`src/common/stepper_settings.svh`:
```
// stepper axis settings
`ifndef STEPPER_SETTINGS_SVH
`define STEPPER_SETTINGS_SVH

// host register bus
`define STEP_ADDR_W 4
`define STEP_DATA_W 32

// step generator
// period counter width in clocks
`define STEP_PERIOD_W 16
// clocks the step pin stays high
`define STEP_PULSE_LEN 4

// spi link to the driver chip
// system clocks per sck half period
`define SPI_CLK_DIV 4
// 8 bit address plus 32 bit data
`define SPI_FRAME_W 40

`endif

```
`src/common/stepper_pkg.sv`:
```
// stepper axis types
`include "stepper_settings.svh"

package stepper_pkg;

  // host bus request, strobes are single cycle
  typedef struct packed {
    logic [`STEP_ADDR_W-1:0] addr;
    logic [`STEP_DATA_W-1:0] wdata;
    logic                    write;
    logic                    read;
  } bus_req_t;

  // axis configuration from the ctrl and period registers
  typedef struct packed {
    logic                      enable;
    logic                      direction;
    logic [`STEP_PERIOD_W-1:0] period;
  } motor_cfg_t;

  // one spi datagram, same layout both ways
  // rx side carries the chip status byte in addr
  typedef struct packed {
    logic [7:0]  addr;
    logic [31:0] data;
  } spi_frame_t;

  // status register bits, drv_en in bit 0
  typedef struct packed {
    logic spi_busy;
    logic moving;
    logic drv_en;
  } motor_status_t;

  // register map
  localparam logic [`STEP_ADDR_W-1:0] REG_CTRL     = 4'd0;
  localparam logic [`STEP_ADDR_W-1:0] REG_PERIOD   = 4'd1;
  localparam logic [`STEP_ADDR_W-1:0] REG_STEPS    = 4'd2;
  localparam logic [`STEP_ADDR_W-1:0] REG_SPI_DATA = 4'd3;
  localparam logic [`STEP_ADDR_W-1:0] REG_SPI_ADDR = 4'd4;
  localparam logic [`STEP_ADDR_W-1:0] REG_STATUS   = 4'd5;
  localparam logic [`STEP_ADDR_W-1:0] REG_POSITION = 4'd6;
  localparam logic [`STEP_ADDR_W-1:0] REG_RX_DATA  = 4'd7;
  localparam logic [`STEP_ADDR_W-1:0] REG_RX_ADDR  = 4'd8;

endpackage

```
`src/logic/io_register.sv`:
```
// host register file
`timescale 1ns/1ps
`include "stepper_settings.svh"

module io_register
  import stepper_pkg::*;
(
  input  logic                    clk_in,
  input  logic                    arst_n,
  input  bus_req_t                host_req,
  input  motor_status_t           status,
  input  spi_frame_t              rx_frame,
  input  logic signed [31:0]      position,
  output logic [`STEP_DATA_W-1:0] host_rdata,
  output motor_cfg_t              cfg,
  output spi_frame_t              tx_frame,
  output logic                    move_go,
  output logic [31:0]             move_steps,
  output logic                    spi_go
);

  logic [`STEP_DATA_W-1:0] rd_mux;

  // config register and command pulses
  always_ff @(posedge clk_in or negedge arst_n) begin
    if (!arst_n) begin
      cfg     <= '0;
      move_go <= 1'b0;
      spi_go  <= 1'b0;
    end else begin
      // pulses last one cycle
      move_go <= 1'b0;
      spi_go  <= 1'b0;
      if (host_req.write) begin
        case (host_req.addr)
          REG_CTRL: begin
            cfg.enable    <= host_req.wdata[0];
            cfg.direction <= host_req.wdata[1];
          end
          REG_PERIOD:   cfg.period <= host_req.wdata[`STEP_PERIOD_W-1:0];
          // writing the step count starts a move
          REG_STEPS:    move_go <= 1'b1;
          // address byte is written last, kicks the transfer
          REG_SPI_ADDR: spi_go <= 1'b1;
          default: ;
        endcase
      end
    end
  end

  // outgoing frame and step count
  always_ff @(posedge clk_in) begin
    if (host_req.write) begin
      case (host_req.addr)
        REG_STEPS:    move_steps    <= host_req.wdata;
        REG_SPI_DATA: tx_frame.data <= host_req.wdata;
        REG_SPI_ADDR: tx_frame.addr <= host_req.wdata[7:0];
        default: ;
      endcase
    end
  end

  // read mux, unmapped reads as zero
  always_comb begin
    rd_mux = '0;
    case (host_req.addr)
      REG_CTRL:     rd_mux[1:0] = {cfg.direction, cfg.enable};
      REG_PERIOD:   rd_mux[`STEP_PERIOD_W-1:0] = cfg.period;
      REG_STEPS:    rd_mux = move_steps;
      REG_SPI_DATA: rd_mux = tx_frame.data;
      REG_SPI_ADDR: rd_mux[7:0] = tx_frame.addr;
      REG_STATUS:   rd_mux[2:0] = status;
      REG_POSITION: rd_mux = position;
      REG_RX_DATA:  rd_mux = rx_frame.data;
      REG_RX_ADDR:  rd_mux[7:0] = rx_frame.addr;
      default:      rd_mux = '0;
    endcase
  end

  // read data valid the cycle after the strobe
  always_ff @(posedge clk_in) begin
    if (host_req.read) begin
      host_rdata <= rd_mux;
    end
  end

endmodule

```
`src/motor/motor_driver.sv`:
```
// axis control fsm
`timescale 1ns/1ps

module motor_driver
  import stepper_pkg::*;
(
  input  logic          clk_in,
  input  logic          arst_n,
  input  motor_cfg_t    cfg,
  input  logic          move_go,
  input  logic          spi_go,
  input  logic          spi_done,
  input  logic          moving,
  input  logic          pulse_high,
  output logic          spi_start,
  output logic          step_run,
  output logic          load,
  output motor_status_t status,
  output logic          drv_en_n
);

  typedef enum logic [1:0] {ST_OFF, ST_CONFIG, ST_ENABLED, ST_STOPPING} state_t;

  state_t state;
  logic   spi_busy;
  logic   pending;
  logic   cfg_started;
  logic   spi_req;

  // host transfer or the config datagram on enable
  assign spi_req   = spi_go | ((state == ST_OFF) & cfg.enable);
  // one pending slot, started once the link is free
  assign spi_start = (spi_req | pending) & ~spi_busy;

  // stepping stops in the same cycle enable drops
  assign step_run = (state == ST_ENABLED) & cfg.enable;
  assign load     = move_go & step_run;

  assign status.spi_busy = spi_busy;
  assign status.moving   = moving;
  assign status.drv_en   = ~drv_en_n;

  always_ff @(posedge clk_in or negedge arst_n) begin
    if (!arst_n) begin
      state       <= ST_OFF;
      spi_busy    <= 1'b0;
      pending     <= 1'b0;
      cfg_started <= 1'b0;
      drv_en_n    <= 1'b1;
    end else begin
      if (spi_start) begin
        spi_busy <= 1'b1;
      end else if (spi_done) begin
        spi_busy <= 1'b0;
      end
      // newer request just overwrites the slot
      if (spi_start) begin
        pending <= 1'b0;
      end else if (spi_req) begin
        pending <= 1'b1;
      end
      case (state)
        ST_OFF: begin
          if (cfg.enable) begin
            state       <= ST_CONFIG;
            cfg_started <= spi_start;
          end
        end
        ST_CONFIG: begin
          // a done from an older host transfer is not ours
          if (!cfg.enable) begin
            state       <= ST_OFF;
            cfg_started <= 1'b0;
          end else if (spi_done && cfg_started) begin
            state       <= ST_ENABLED;
            cfg_started <= 1'b0;
            drv_en_n    <= 1'b0;
          end else if (spi_start) begin
            cfg_started <= 1'b1;
          end
        end
        ST_ENABLED: begin
          if (!cfg.enable) begin
            state <= ST_STOPPING;
          end
        end
        // let a running pulse finish before dropping the driver
        ST_STOPPING: begin
          if (!pulse_high) begin
            state    <= ST_OFF;
            drv_en_n <= 1'b1;
          end
        end
        default: state <= ST_OFF;
      endcase
    end
  end

endmodule

```
`src/motor/spi_shift.sv`:
```
// spi datagram master
`timescale 1ns/1ps
`include "stepper_settings.svh"

module spi_shift
  import stepper_pkg::*;
(
  input  logic       clk_in,
  input  logic       arst_n,
  input  logic       start,
  input  spi_frame_t tx_frame,
  input  logic       sdo,
  output logic       sck,
  output logic       sdi,
  output logic       cs_n,
  output spi_frame_t rx_frame,
  output logic       done
);

  // 80 sck edges then two idle half periods before cs_n rises
  localparam int unsigned SCK_EDGES = 2 * `SPI_FRAME_W;
  localparam int unsigned LAST_EDGE = SCK_EDGES + 1;
  localparam int unsigned EDGE_W    = $clog2(LAST_EDGE + 1);
  localparam int unsigned DIV_W     = $clog2(`SPI_CLK_DIV + 1);

  logic                    active;
  logic                    tick;
  logic [DIV_W-1:0]        div_cnt;
  logic [EDGE_W-1:0]       edge_cnt;
  logic [`SPI_FRAME_W-1:0] tx_shift;
  logic [`SPI_FRAME_W-1:0] rx_shift;
  logic [1:0]              sdo_sync;

  // one tick per sck half period
  assign tick = active && (div_cnt == DIV_W'(`SPI_CLK_DIV - 1));
  // msb first
  assign sdi  = tx_shift[`SPI_FRAME_W-1];

  // sdo crosses in from the chip
  always_ff @(posedge clk_in or negedge arst_n) begin
    if (!arst_n) begin
      sdo_sync <= '0;
    end else begin
      sdo_sync <= {sdo_sync[0], sdo};
    end
  end

  // mode 3, sck idles high
  always_ff @(posedge clk_in or negedge arst_n) begin
    if (!arst_n) begin
      active   <= 1'b0;
      div_cnt  <= '0;
      edge_cnt <= '0;
      sck      <= 1'b1;
      cs_n     <= 1'b1;
      done     <= 1'b0;
    end else begin
      done <= 1'b0;
      if (start && !active) begin
        active   <= 1'b1;
        cs_n     <= 1'b0;
        div_cnt  <= '0;
        edge_cnt <= '0;
      end else if (active) begin
        div_cnt <= tick ? '0 : div_cnt + 1'b1;
        if (tick) begin
          edge_cnt <= edge_cnt + 1'b1;
          if (edge_cnt < SCK_EDGES) begin
            sck <= ~sck;
          end
          // done goes out together with cs_n
          if (edge_cnt == LAST_EDGE) begin
            active <= 1'b0;
            cs_n   <= 1'b1;
            done   <= 1'b1;
          end
        end
      end
    end
  end

  // even edges fall, odd edges rise
  always_ff @(posedge clk_in) begin
    if (start && !active) begin
      tx_shift <= tx_frame;
    end else if (tick && !edge_cnt[0] && edge_cnt != 0 && edge_cnt < SCK_EDGES) begin
      // next bit on each falling edge after the first
      tx_shift <= {tx_shift[`SPI_FRAME_W-2:0], 1'b0};
    end
    if (tick && edge_cnt[0] && edge_cnt < SCK_EDGES) begin
      rx_shift <= {rx_shift[`SPI_FRAME_W-2:0], sdo_sync[1]};
    end
    if (tick && edge_cnt == LAST_EDGE) begin
      rx_frame <= rx_shift;
    end
  end

endmodule

```
`src/motor/step_gen.sv`:
```
// step pulse generator
`timescale 1ns/1ps
`include "stepper_settings.svh"

module step_gen (
  input  logic                      clk_in,
  input  logic                      arst_n,
  input  logic                      run,
  input  logic                      load,
  input  logic [31:0]               steps,
  input  logic [`STEP_PERIOD_W-1:0] period,
  input  logic                      direction,
  output logic                      step,
  output logic                      dir,
  output logic                      moving,
  output logic                      pulse_high,
  output logic signed [31:0]        position
);

  // period never shorter than high plus low time
  localparam logic [`STEP_PERIOD_W-1:0] MIN_PERIOD = 2 * `STEP_PULSE_LEN;
  localparam int unsigned PULSE_W = $clog2(`STEP_PULSE_LEN + 1);

  logic [`STEP_PERIOD_W-1:0] period_clamped;
  logic [`STEP_PERIOD_W-1:0] timer;
  logic [31:0]               remaining;
  logic [PULSE_W-1:0]        pulse_cnt;
  logic                      dir_next;
  logic                      fire_load;
  logic                      fire_next;

  assign period_clamped = (period < MIN_PERIOD) ? MIN_PERIOD : period;
  // direction only latched while idle
  assign dir_next   = moving ? dir : direction;
  // first step straight off the load
  assign fire_load  = load & run & (steps != 0);
  assign fire_next  = run & ~load & (remaining != 0) & (timer == 0);
  assign moving     = (remaining != 0) | step;
  assign pulse_high = step;

  always_ff @(posedge clk_in or negedge arst_n) begin
    if (!arst_n) begin
      step      <= 1'b0;
      dir       <= 1'b0;
      timer     <= '0;
      pulse_cnt <= '0;
      remaining <= '0;
      position  <= '0;
    end else begin
      if (!moving) begin
        dir <= direction;
      end
      if (fire_load || fire_next) begin
        step      <= 1'b1;
        pulse_cnt <= PULSE_W'(`STEP_PULSE_LEN - 1);
        timer     <= period_clamped - 1'b1;
        // count up when dir is low
        position  <= dir_next ? position - 32'sd1 : position + 32'sd1;
      end else begin
        if (step && pulse_cnt == 0) begin
          step <= 1'b0;
        end else if (step) begin
          pulse_cnt <= pulse_cnt - 1'b1;
        end
        if (timer != 0) begin
          timer <= timer - 1'b1;
        end
      end
      // dropping run throws away what is left
      if (!run) begin
        remaining <= '0;
      end else if (load) begin
        remaining <= (steps != 0) ? steps - 1'b1 : '0;
      end else if (fire_next) begin
        remaining <= remaining - 1'b1;
      end
    end
  end

endmodule

```
`src/stepper_top.sv`:
```
// stepper axis top
`timescale 1ns/1ps
`include "stepper_settings.svh"

// board wrapper pinout
// gp[0] = step
// gp[1] = dir
// gp[2] = drv_en_n
// gn[0] = sdo
// gn[1] = cs_n
// gn[2] = sck
// gn[3] = sdi
module stepper_top
  import stepper_pkg::*;
(
  input  logic                    clk_25mhz,
  input  logic                    arst_n,
  input  bus_req_t                host_req,
  output logic [`STEP_DATA_W-1:0] host_rdata,
  input  logic                    sdo,
  output logic                    sck,
  output logic                    sdi,
  output logic                    cs_n,
  output logic                    step,
  output logic                    dir,
  output logic                    drv_en_n
);

  motor_cfg_t         cfg;
  spi_frame_t         tx_frame;
  spi_frame_t         rx_frame;
  motor_status_t      status;
  logic               move_go;
  logic [31:0]        move_steps;
  logic               spi_go;
  logic               spi_start;
  logic               spi_done;
  logic               step_run;
  logic               load;
  logic               moving;
  logic               pulse_high;
  logic signed [31:0] position;

  // host side registers
  io_register io (
    .clk_in    (clk_25mhz),
    .arst_n    (arst_n),
    .host_req  (host_req),
    .status    (status),
    .rx_frame  (rx_frame),
    .position  (position),
    .host_rdata(host_rdata),
    .cfg       (cfg),
    .tx_frame  (tx_frame),
    .move_go   (move_go),
    .move_steps(move_steps),
    .spi_go    (spi_go)
  );

  // enable sequence and spi arbitration
  motor_driver driver (
    .clk_in    (clk_25mhz),
    .arst_n    (arst_n),
    .cfg       (cfg),
    .move_go   (move_go),
    .spi_go    (spi_go),
    .spi_done  (spi_done),
    .moving    (moving),
    .pulse_high(pulse_high),
    .spi_start (spi_start),
    .step_run  (step_run),
    .load      (load),
    .status    (status),
    .drv_en_n  (drv_en_n)
  );

  spi_shift spi (
    .clk_in  (clk_25mhz),
    .arst_n  (arst_n),
    .start   (spi_start),
    .tx_frame(tx_frame),
    .sdo     (sdo),
    .sck     (sck),
    .sdi     (sdi),
    .cs_n    (cs_n),
    .rx_frame(rx_frame),
    .done    (spi_done)
  );

  // step and dir pins come straight from here
  step_gen stepper (
    .clk_in    (clk_25mhz),
    .arst_n    (arst_n),
    .run       (step_run),
    .load      (load),
    .steps     (move_steps),
    .period    (cfg.period),
    .direction (cfg.direction),
    .step      (step),
    .dir       (dir),
    .moving    (moving),
    .pulse_high(pulse_high),
    .position  (position)
  );

endmodule

```
`config.mk`:
```
export PLATFORM = sky130hd
export DESIGN_NAME = stepper_top
export DESIGN_NICKNAME = d
export VERILOG_FILES = /design/src/common/stepper_pkg.sv /design/src/logic/io_register.sv /design/src/motor/motor_driver.sv /design/src/motor/spi_shift.sv /design/src/motor/step_gen.sv /design/src/stepper_top.sv
export VERILOG_INCLUDE_DIRS = /design/src /design/src/common
export SDC_FILE = /design/constraint.sdc
export NUM_CORES = 1
export LEC_CHECK = 0
export BUFFER_PORTS_ARGS = -buffer_cell sky130_fd_sc_hd__buf_2
export CAP_MARGIN = 20
export CORE_AREA = 2 2 250 153
export DETAILED_ROUTE_END_ITERATION = 10
export DIE_AREA = 0 0 252 155
export GPL_ROUTABILITY_DRIVEN = 0
export HOLD_SLACK_MARGIN = 0.02
export MAX_ROUTING_LAYER = met4
export RECOVER_POWER = 50
export SLEW_MARGIN = 20
export SYNTH_ARGS = -nofsm -noshare
export SYNTH_HDL_FRONTEND = slang
export SYNTH_HIERARCHICAL = 1
export SYNTH_SLANG_ARGS = --single-unit
```
`constraint.sdc`:
```
create_clock -name clk_25mhz -period 6.1 [get_ports clk_25mhz]
set_clock_uncertainty 0.2 [all_clocks]
set_input_delay 0.915 -clock clk_25mhz [delete_from_list [all_inputs] [get_ports clk_25mhz]]
set_output_delay 0.915 -clock clk_25mhz [all_outputs]
set_load 0.01 [all_outputs]
```
==> impl_results.md, run 1 <==
* Failing checks: capacitance limit, slew limit
* Post-DP HPWL at about 32000 um
* Status: complete, but fails checks
* I/O pin count at 79
* Setup TNS at 0 ns
* Startpoint Class: register
* Cells after Synth at 1471
* Max cap viols at 4
* Max transition margin at -195.4%
* RSZ-0062 raised after global routing: false
* Drt via density at between 5 and 6
* Worst Path Arrival at 5.86 ns
* Global Route Usage Sum at between 20% and 30%
* Slowest cell on crit path: or4_1
* Clk_lat worst skew at between 0.5 and 0.6 ns
* Post-synth top area share at approximately two fifths
* Cell variety after synth at 98
* Nets at approximately 1600
* Crit-path max FO at 18
* Clk root buf: clkbuf_16
* Worst-margin pin slew at 4.431 ns
* H-tree depth at 2
* CP Cell Sequence: or4_1 -> or3_1 -> or4_1 -> mux2i_1 -> buf_4 -> inv_1 -> buf_4 -> ha_1 -> nand3_1 -> nor2_1 -> o21a_1 -> o31a_1 -> o21ai_0 -> o31ai_1 -> a211oi_1 -> a21o_1 -> a211oi_1
* Synth area leaders: edfxtp_1 39%, dfrtp_1 18%, nand2_1 4.2%
* Fin crit period at between 5 and 6 ns
* Final period util at around 90%
* Top_reg_cell synth: edfxtp_1
* GRT overflow at 0
* Final wirelength at roughly 47000 um
* TritonCTS clock tree: yes
* Reg2reg start: stepper/remaining[10]
* Register area share after synthesis at 56.79%
* EDFF count, synth at ~220
* Hold Buf Count CTS at 0
* Synth Register Bits at 351
* Syn Nets at about 1600
* R2R depth at 17
* Cts bufs inserted at 36
* Final setup viols at 0
* Resized Gates After CTS at 0
* Worst Setup SP: stepper/remaining[10]
* Drt drc at 0
* Synth area leader: edfxtp_1
* Critical Path RT at 6.34 ns
* Syn-to-layout area delta at 10.43%
* VDD IR max at 0.1489 mV
* Post-synth ARST share at 36.18%
* Die width at 252 um
* Final Util at 52.04%
* Setup crit end: stepper/position[30]
* Initial DRC count at approximately 1400
* Class of the worst hold path: register to register
* Clock Sinks at 351
* Clock Path Buffers at 3
* Initial antenna violation count at 1
* Core area at 37020 sq um
* Vias in the first global route at 11390
* Final Hold Vio Count at 0
* Crit Reg-Reg Endpoint: stepper/position[30]
* Largest delay share family, worst path: simple AND/OR/NAND/NOR gates
* Fillers at around 3300
* Max Fclk at 177.8 MHz
* Detail Route Antenna Nets at 0
* Initial cell density of the core at between 40% and 50%
* Post-synthesis instance area at around 17000 sq um
* Pwr per Cell Area at 289.5 nW/um^2
* Die footprint at between 30000 and 40000 sq um
* P_leak at 0.007578 uW
* Worst path bufs/invs at 3
* Pre-antenna DRT Iters at 5
* Layout cell share with drive strength beyond 1 at 10.45%
* First-pass GRT wire length at 71480 um
* Critical path's largest stage delay at 0.65 ns
* CP Depth at 17
* I/O Buffers at 78
* Avg WL per Cell at around 23 um
* CP Capture Type: register
* Reg2Reg Setup Slack at 0.48 ns
* Largest net degree at the start of global routing at 87
* Yosys warnings at 6
* Die Y-Extent at 155 um
* Final slew viol count at 200
* Mapped Avg Cell Area at 11.86 sq um
* Std cell rows at between 50 and 60
* Critical path class: register to register
* Via count at around 12000
* Post-CTS setup buffers at 0
* CTS clk-pin slew, worst paths at 0.06 ns
[Yosys cell counts (16+ instances only)]
library cell / number
a21o_1: 18
xnor2_1: 55
a21oi_1: 70
nand2_1: 197
o22ai_1: 24
nor2_1: 92
edfxtp_1: 224
mux4_2: 19
nor3_1: 43
ha_1: 40
a22o_1: 17
dfrtp_1: 124
nor4_1: 20
xor2_1: 40
clkbuf_1: 30
mux2_2: 18
and2_1: 23
buf_2: 16
nand3_1: 26
or3_1: 19
o21ai_0: 40
inv_1: 25
[stage by stage]
| stage | power (uW) | std cells | cell area [sq um] | hold WS (ns) | worst slack (ns) |
|---|---|---|---|---|---|
| floorplan | 3277 | 1471 | 17450 | 0.1312 | 0.7726 |
| global placement | 3505 | 1989 | 18300 | 0.1347 | 0.7029 |
| detailed placement | 3516 | 1989 | 18300 | 0.1436 | 0.5399 |
| CTS | 5633 | 2053 | 19390 | 0.1559 | 0.5049 |
| global route | 5796 | 2054 | 19270 | 0.1579 | 0.09251 |
| finish | 5577 | 2054 | 19270 | 0.1523 | 0.4750 |
[where the power goes]
part	total [uW]	leakage, uW	internal, uW	switching [uW]
combinational	629	0.00328	238	390
clock	2110	0.000528	1180	928
sequential	2840	0.00377	2710	127
total	5580	0.00758	4130	1440
[logic make-up (layout without fill, tap and decap cells)]
kind of cell | count (synthesis) | count (layout) | synth area share, %
xor+xnor | 95 | 95 | 4.769
compound gates | 288 | 288 | 11.40
other cells | 0 | 1 | 0
mux | 61 | 61 | 5.371
simple gates | 540 | 540 | 15.98
buf+inv | 95 | 193 | 2.703
flops | 351 | 351 | 56.79
fa+ha+maj | 41 | 41 | 2.983
[cells in the final DEF, fill, tap and decap left out, types with 13 or more instances in the layout]
| cell | instances |
|---|---|
| a21o_1 | 18 |
| a21oi_1 | 70 |
| a22o_1 | 17 |
| and2_1 | 23 |
| buf_2 | 13 |
| buf_4 | 23 |
| clkbuf_1 | 76 |
| clkbuf_16 | 37 |
| dfrtp_1 | 124 |
| edfxtp_1 | 224 |
| ha_1 | 40 |
| inv_1 | 25 |
| mux2_2 | 18 |
| mux4_2 | 19 |
| nand2_1 | 197 |
| nand3_1 | 26 |
| nand3b_1 | 14 |
| nor2_1 | 92 |
| nor3_1 | 43 |
| nor4_1 | 20 |
| o21ai_0 | 40 |
| o22ai_1 | 24 |
| or3_1 | 19 |
| xnor2_1 | 55 |
| xor2_1 | 40 |
[metal layers]
metal / routed length [um] / share of wire [%] / up-vias / track usage [%]
li1: - / - / 5638 / -
met2: 18430 / 39 / 455 / 31.33
met3: 4069 / 8.6 / 64 / 5.923
met4: 1022 / 2.2 / 0 / 6.424
met5: 0 / 0 / - / -
met1: 23630 / 50 / 6068 / 39.63
[state kept, by name (all words and copies together), names as in the netlist, 2 cells and up, named ones only]
signal and flops:
spi/rx_frame 40, stepper/position 32, stepper/pulse_cnt 3, spi/tx_shift 40, spi/sdo_sync 2, io/cfg 18
io/host_rdata 32, spi/edge_cnt 7, stepper/timer 16, spi/rx_shift 40, io/move_steps 32, io/tx_frame 40
spi/div_cnt 3, stepper/remaining 32
[worst min-delay path by stage]
stage          cells after the start            start  slack (ns)         endpoint
4_1_cts                            0  spi/sdo_sync[0]        0.16  spi/sdo_sync[1]
6_report                           0  spi/sdo_sync[0]        0.15  spi/sdo_sync[1]
2_1_floorplan                      0  spi/sdo_sync[0]        0.13  spi/sdo_sync[1]
3_5_place_dp                       0  spi/sdo_sync[0]        0.14  spi/sdo_sync[1]
5_1_grt                            0  spi/sdo_sync[0]        0.16  spi/sdo_sync[1]
3_3_place_gp                       0  spi/sdo_sync[0]        0.13  spi/sdo_sync[1]
[final cells by class]
class / count / area [sq um] / share of cell area (%)
inverter: 26 / 97.59 / 0.5065
clock buffer: 49 / 991.0 / 5.143
clock inverter: 15 / 105.1 / 0.5455
sequential: 351 / 9908 / 51.42
tap: 484 / 605.6 / 3.143
multi-input combinational: 1025 / 7063 / 36.66
antenna: 1 / 2.502 / 0.01299
timing repair buffer: 103 / 495.5 / 2.571
Note: power is estimated with default switching activity, not from simulation.
==> run 2, diff against run 1 <==
PLACE_DENSITY_LB_ADDON = 0.05   (was unset)
==> run 2 against run 1 <==
  * The flow still finishes with violations (capacitance limit, slew limit)
  * Critical path type unchanged
  * Sequential power barely moved
  * Wire length increased by 3.6%
  * Maximum frequency fell by 1.5%
  * First-iteration DRC count is 5.4% lower
  * Utilization rose by 0.051 points
==> impl_results.md, run 2 (synthesis results as in run 1) <==
* Crit-path max FO at 30 (+12)
* Vias in the first global route at 11330 (-0.54%)
* Avg WL per Cell at 23.81 um (+3.7%)
* Most frequent cells in the layout: 224 x edfxtp_1, 197 x nand2_1, 124 x dfrtp_1, 92 x nor2_1, 72 x clkbuf_1
* Worst Path Arrival at 5.92 ns (+0.06 ns)
* Initial antenna violation count at 0 (-1)
* Gr busiest metal: met1
* Failing checks: capacitance limit, slew limit
* Final Hold Vio Count at 0 (unchanged)
* I/O pin count at 79 (unchanged)
* Syn-to-layout area delta at 10.54% (about the same)
* P_leak at 0.007605 uW (+0.35%)
* Class of the worst hold path: register to register
* TritonCTS clock tree: yes
* Final setup viols at 0 (unchanged)
* Clock Sinks at 351 (unchanged)
* Largest net degree at the start of global routing at 85 (-2.3%)
* Layout cell share with drive strength beyond 1 at 10.78% (+0.33 points)
* Fillers at 3287 (+0.55%)
* Final slew viol count at 235 (+18%)
* Largest delay share family, worst path: simple AND/OR/NAND/NOR gates
* Detail Route Antenna Nets at 0 (unchanged)
* Max transition margin at -181.4% (+14 points)
* Clk root buf: clkbuf_16
* I/O Buffers at 78 (unchanged)
* Met3 GRT Util at 4.718% (-1.2 points)
* Max Fclk at 175.1 MHz (-1.5%)
* Hold WS at 0.1528 ns (+0.0004710 ns)
* Logic gate share of total power at 11.1% (-0.2 points)
* Multi-input gate area at 7043 sq um (-0.28%)
* Status: complete, but fails checks
* DP Worst Slack at 0.2995 ns (-0.2404 ns)
* CP Capture Type: register
* Core area at 37020 sq um (unchanged)
* Clock Path Buffers at 3 (unchanged)
* Clk_lat worst skew at 0.54 ns (about the same)
* Pre-antenna DRT Iters at 5 (unchanged)
* Final wirelength at 48870 um (+3.6%)
* First-pass GRT wire length at 73510 um (+2.8%)
* Die width at 252 um (unchanged)
* Critical path class: register to register
* Pwr per Cell Area at 294.1 nW/um^2 (+1.6%)
* Initial cell density of the core at 47.13% (unchanged)
* Startpoint Class: register
* Drt drc at 0 (unchanged)
* Hold Buf Count CTS at 0 (unchanged)
* Std cell rows at 55 (unchanged)
* Slowest cell on crit path: or4b_2
* Sequential power share at 50.0% (-0.9 points)
* Crit path top cell by count: or4_1
* H-tree depth at 2 (unchanged)
* Clk pwr share at 38.9% (+1.0 points)
* Via count at 12320 (+0.80%)
* Die Y-Extent at 155 um (unchanged)
* Setup TNS at 0 ns (unchanged)
* Met2 GRT Util at 32.65% (+1.3 points)
* CTS clk-pin slew, worst paths at 0.07 ns (about the same)
* Cts bufs inserted at 35 (-2.8%)
* VDD IR max at 0.1664 mV (+12%)
* Final period util at 93.60% (+1.4 points)
* Worst-margin pin slew at 4.222 ns (-0.2095 ns)
* Post-DP HPWL at 33460 um (+4.6%)
* Most common cell after layout, fill and taps aside: edfxtp_1
* Fin crit period at 5.709 ns (+0.08442 ns)
* Drt via density at 6.005 (+0.90%)
* Nets at 1623 (-0.12%)
* Register area at 9908 sq um (unchanged)
* Final WS setup at 0.3906 ns (-0.08442 ns)
* Diode count at 0 (-1)
* Met1 Resource Use GR at 42.83% (+3.2 points)
* Global Route Usage Sum at 25.95% (+0.95 points)
* CP Cell Sequence: or4_1 -> or3_1 -> or4_1 -> mux2i_1 -> inv_1 -> buf_4 -> ha_1 -> o21ai_0 -> o21a_1 -> or4b_2 -> a31o_2 -> a21oi_1 -> a41oi_1 -> nand3_1 -> o211ai_1 -> xor2_1
* Switching portion of total power at 25.91% (about the same)
* Worst path bufs/invs at 2 (-1)
* Max cap viols at 5 (+1)
* Initial DRC count at 1314 (-5.4%)
* GRT overflow at 0 (unchanged)
* RSZ-0062 raised after global routing: false
* Critical Path RT at 6.31 ns (-0.03 ns)
* Internal Power at 4202 uW (+1.7%)
* Die footprint at 39060 sq um (unchanged)
* Critical path's largest stage delay at 0.66 ns (about the same)
* Switching pwr at 1469 uW (+1.7%)
## run 2: cell count changes in the layout (fill, tap and decap cells not counted), sizes merged
cell    previous run  this run
inv               25        26
diode              1         0
clkbuf           115       112
clkinv            12        11
bufinv             1         3
## run 2: worst paths after layout
check,to,slack (ns),from,cells after the start
setup reg to reg,stepper/position[31],0.39,stepper/remaining[10],16
hold / removal,spi/sdo_sync[1],0.15,spi/sdo_sync[0],0
max in group asynchronous,stepper/dir,1.07,arst_n,2
setup / recovery,stepper/position[31],0.39,stepper/remaining[10],16
hold reg to reg,spi/sdo_sync[1],0.15,spi/sdo_sync[0],0
min in group asynchronous,stepper/timer[10],1.79,arst_n,1
## run 2: cell type report
class,instances,area share (%)
Tap cell,484,3.140
Clock buffer,47,5.041
Sequential cell,351,51.37
Clock inverter,17,0.9147
Multi-Input combinational cell,1025,36.52
Inverter,26,0.5060
Timing Repair Buffer,102,2.511
## run 2: repair_timing
action                                  in CTS  in global routing
buffers inserted                             0                  0
endpoints found under the setup margin       0                  2
resized for setup                            0                  2
## run 2: metrics by stage
stage,cell area [sq um],util [%],instances,total power [uW]
6_report,19290,52.10,2052,5672
5_1_grt,19290,52.10,2052,5902
4_1_cts,19440,52.50,2052,5732
3_5_place_dp,18290,49.40,1988,3523
3_3_place_gp,18290,49.40,1988,3514
2_1_floorplan,17450,-,1471,3277
## run 2: layer usage
metal  share of wire, %  vias to the layer above  wire length, um
li1                   -                     5641                -
met4                1.2                        0              589
met1                 51                     6139            25100
met2                 39                      494            19130
met5                  0                        -                0
met3                8.3                       49             4046
## run 2: power groups by stage
stage	combinational, uW	clock, uW	sequential, uW
2_1_floorplan	434	0	2840
3_3_place_gp	633	0	2880
3_5_place_dp	641	0	2880
4_1_cts	644	2250	2840
5_1_grt	693	2360	2850
6_report	629	2210	2830
## run 2: worst register-to-register path, stage by stage (launching register included)
cell and delay [ns]:
dfrtp_1 0.42, or4_1 0.61, or3_1 0.41, or4_1 0.65, mux2i_1 0.46, inv_1 0.12
buf_4 0.28, ha_1 0.39, o21ai_0 0.12, o21a_1 0.22, or4b_2 0.66, a31o_2 0.26
a21oi_1 0.19, a41oi_1 0.20, nand3_1 0.13, o211ai_1 0.11, xor2_1 0.17
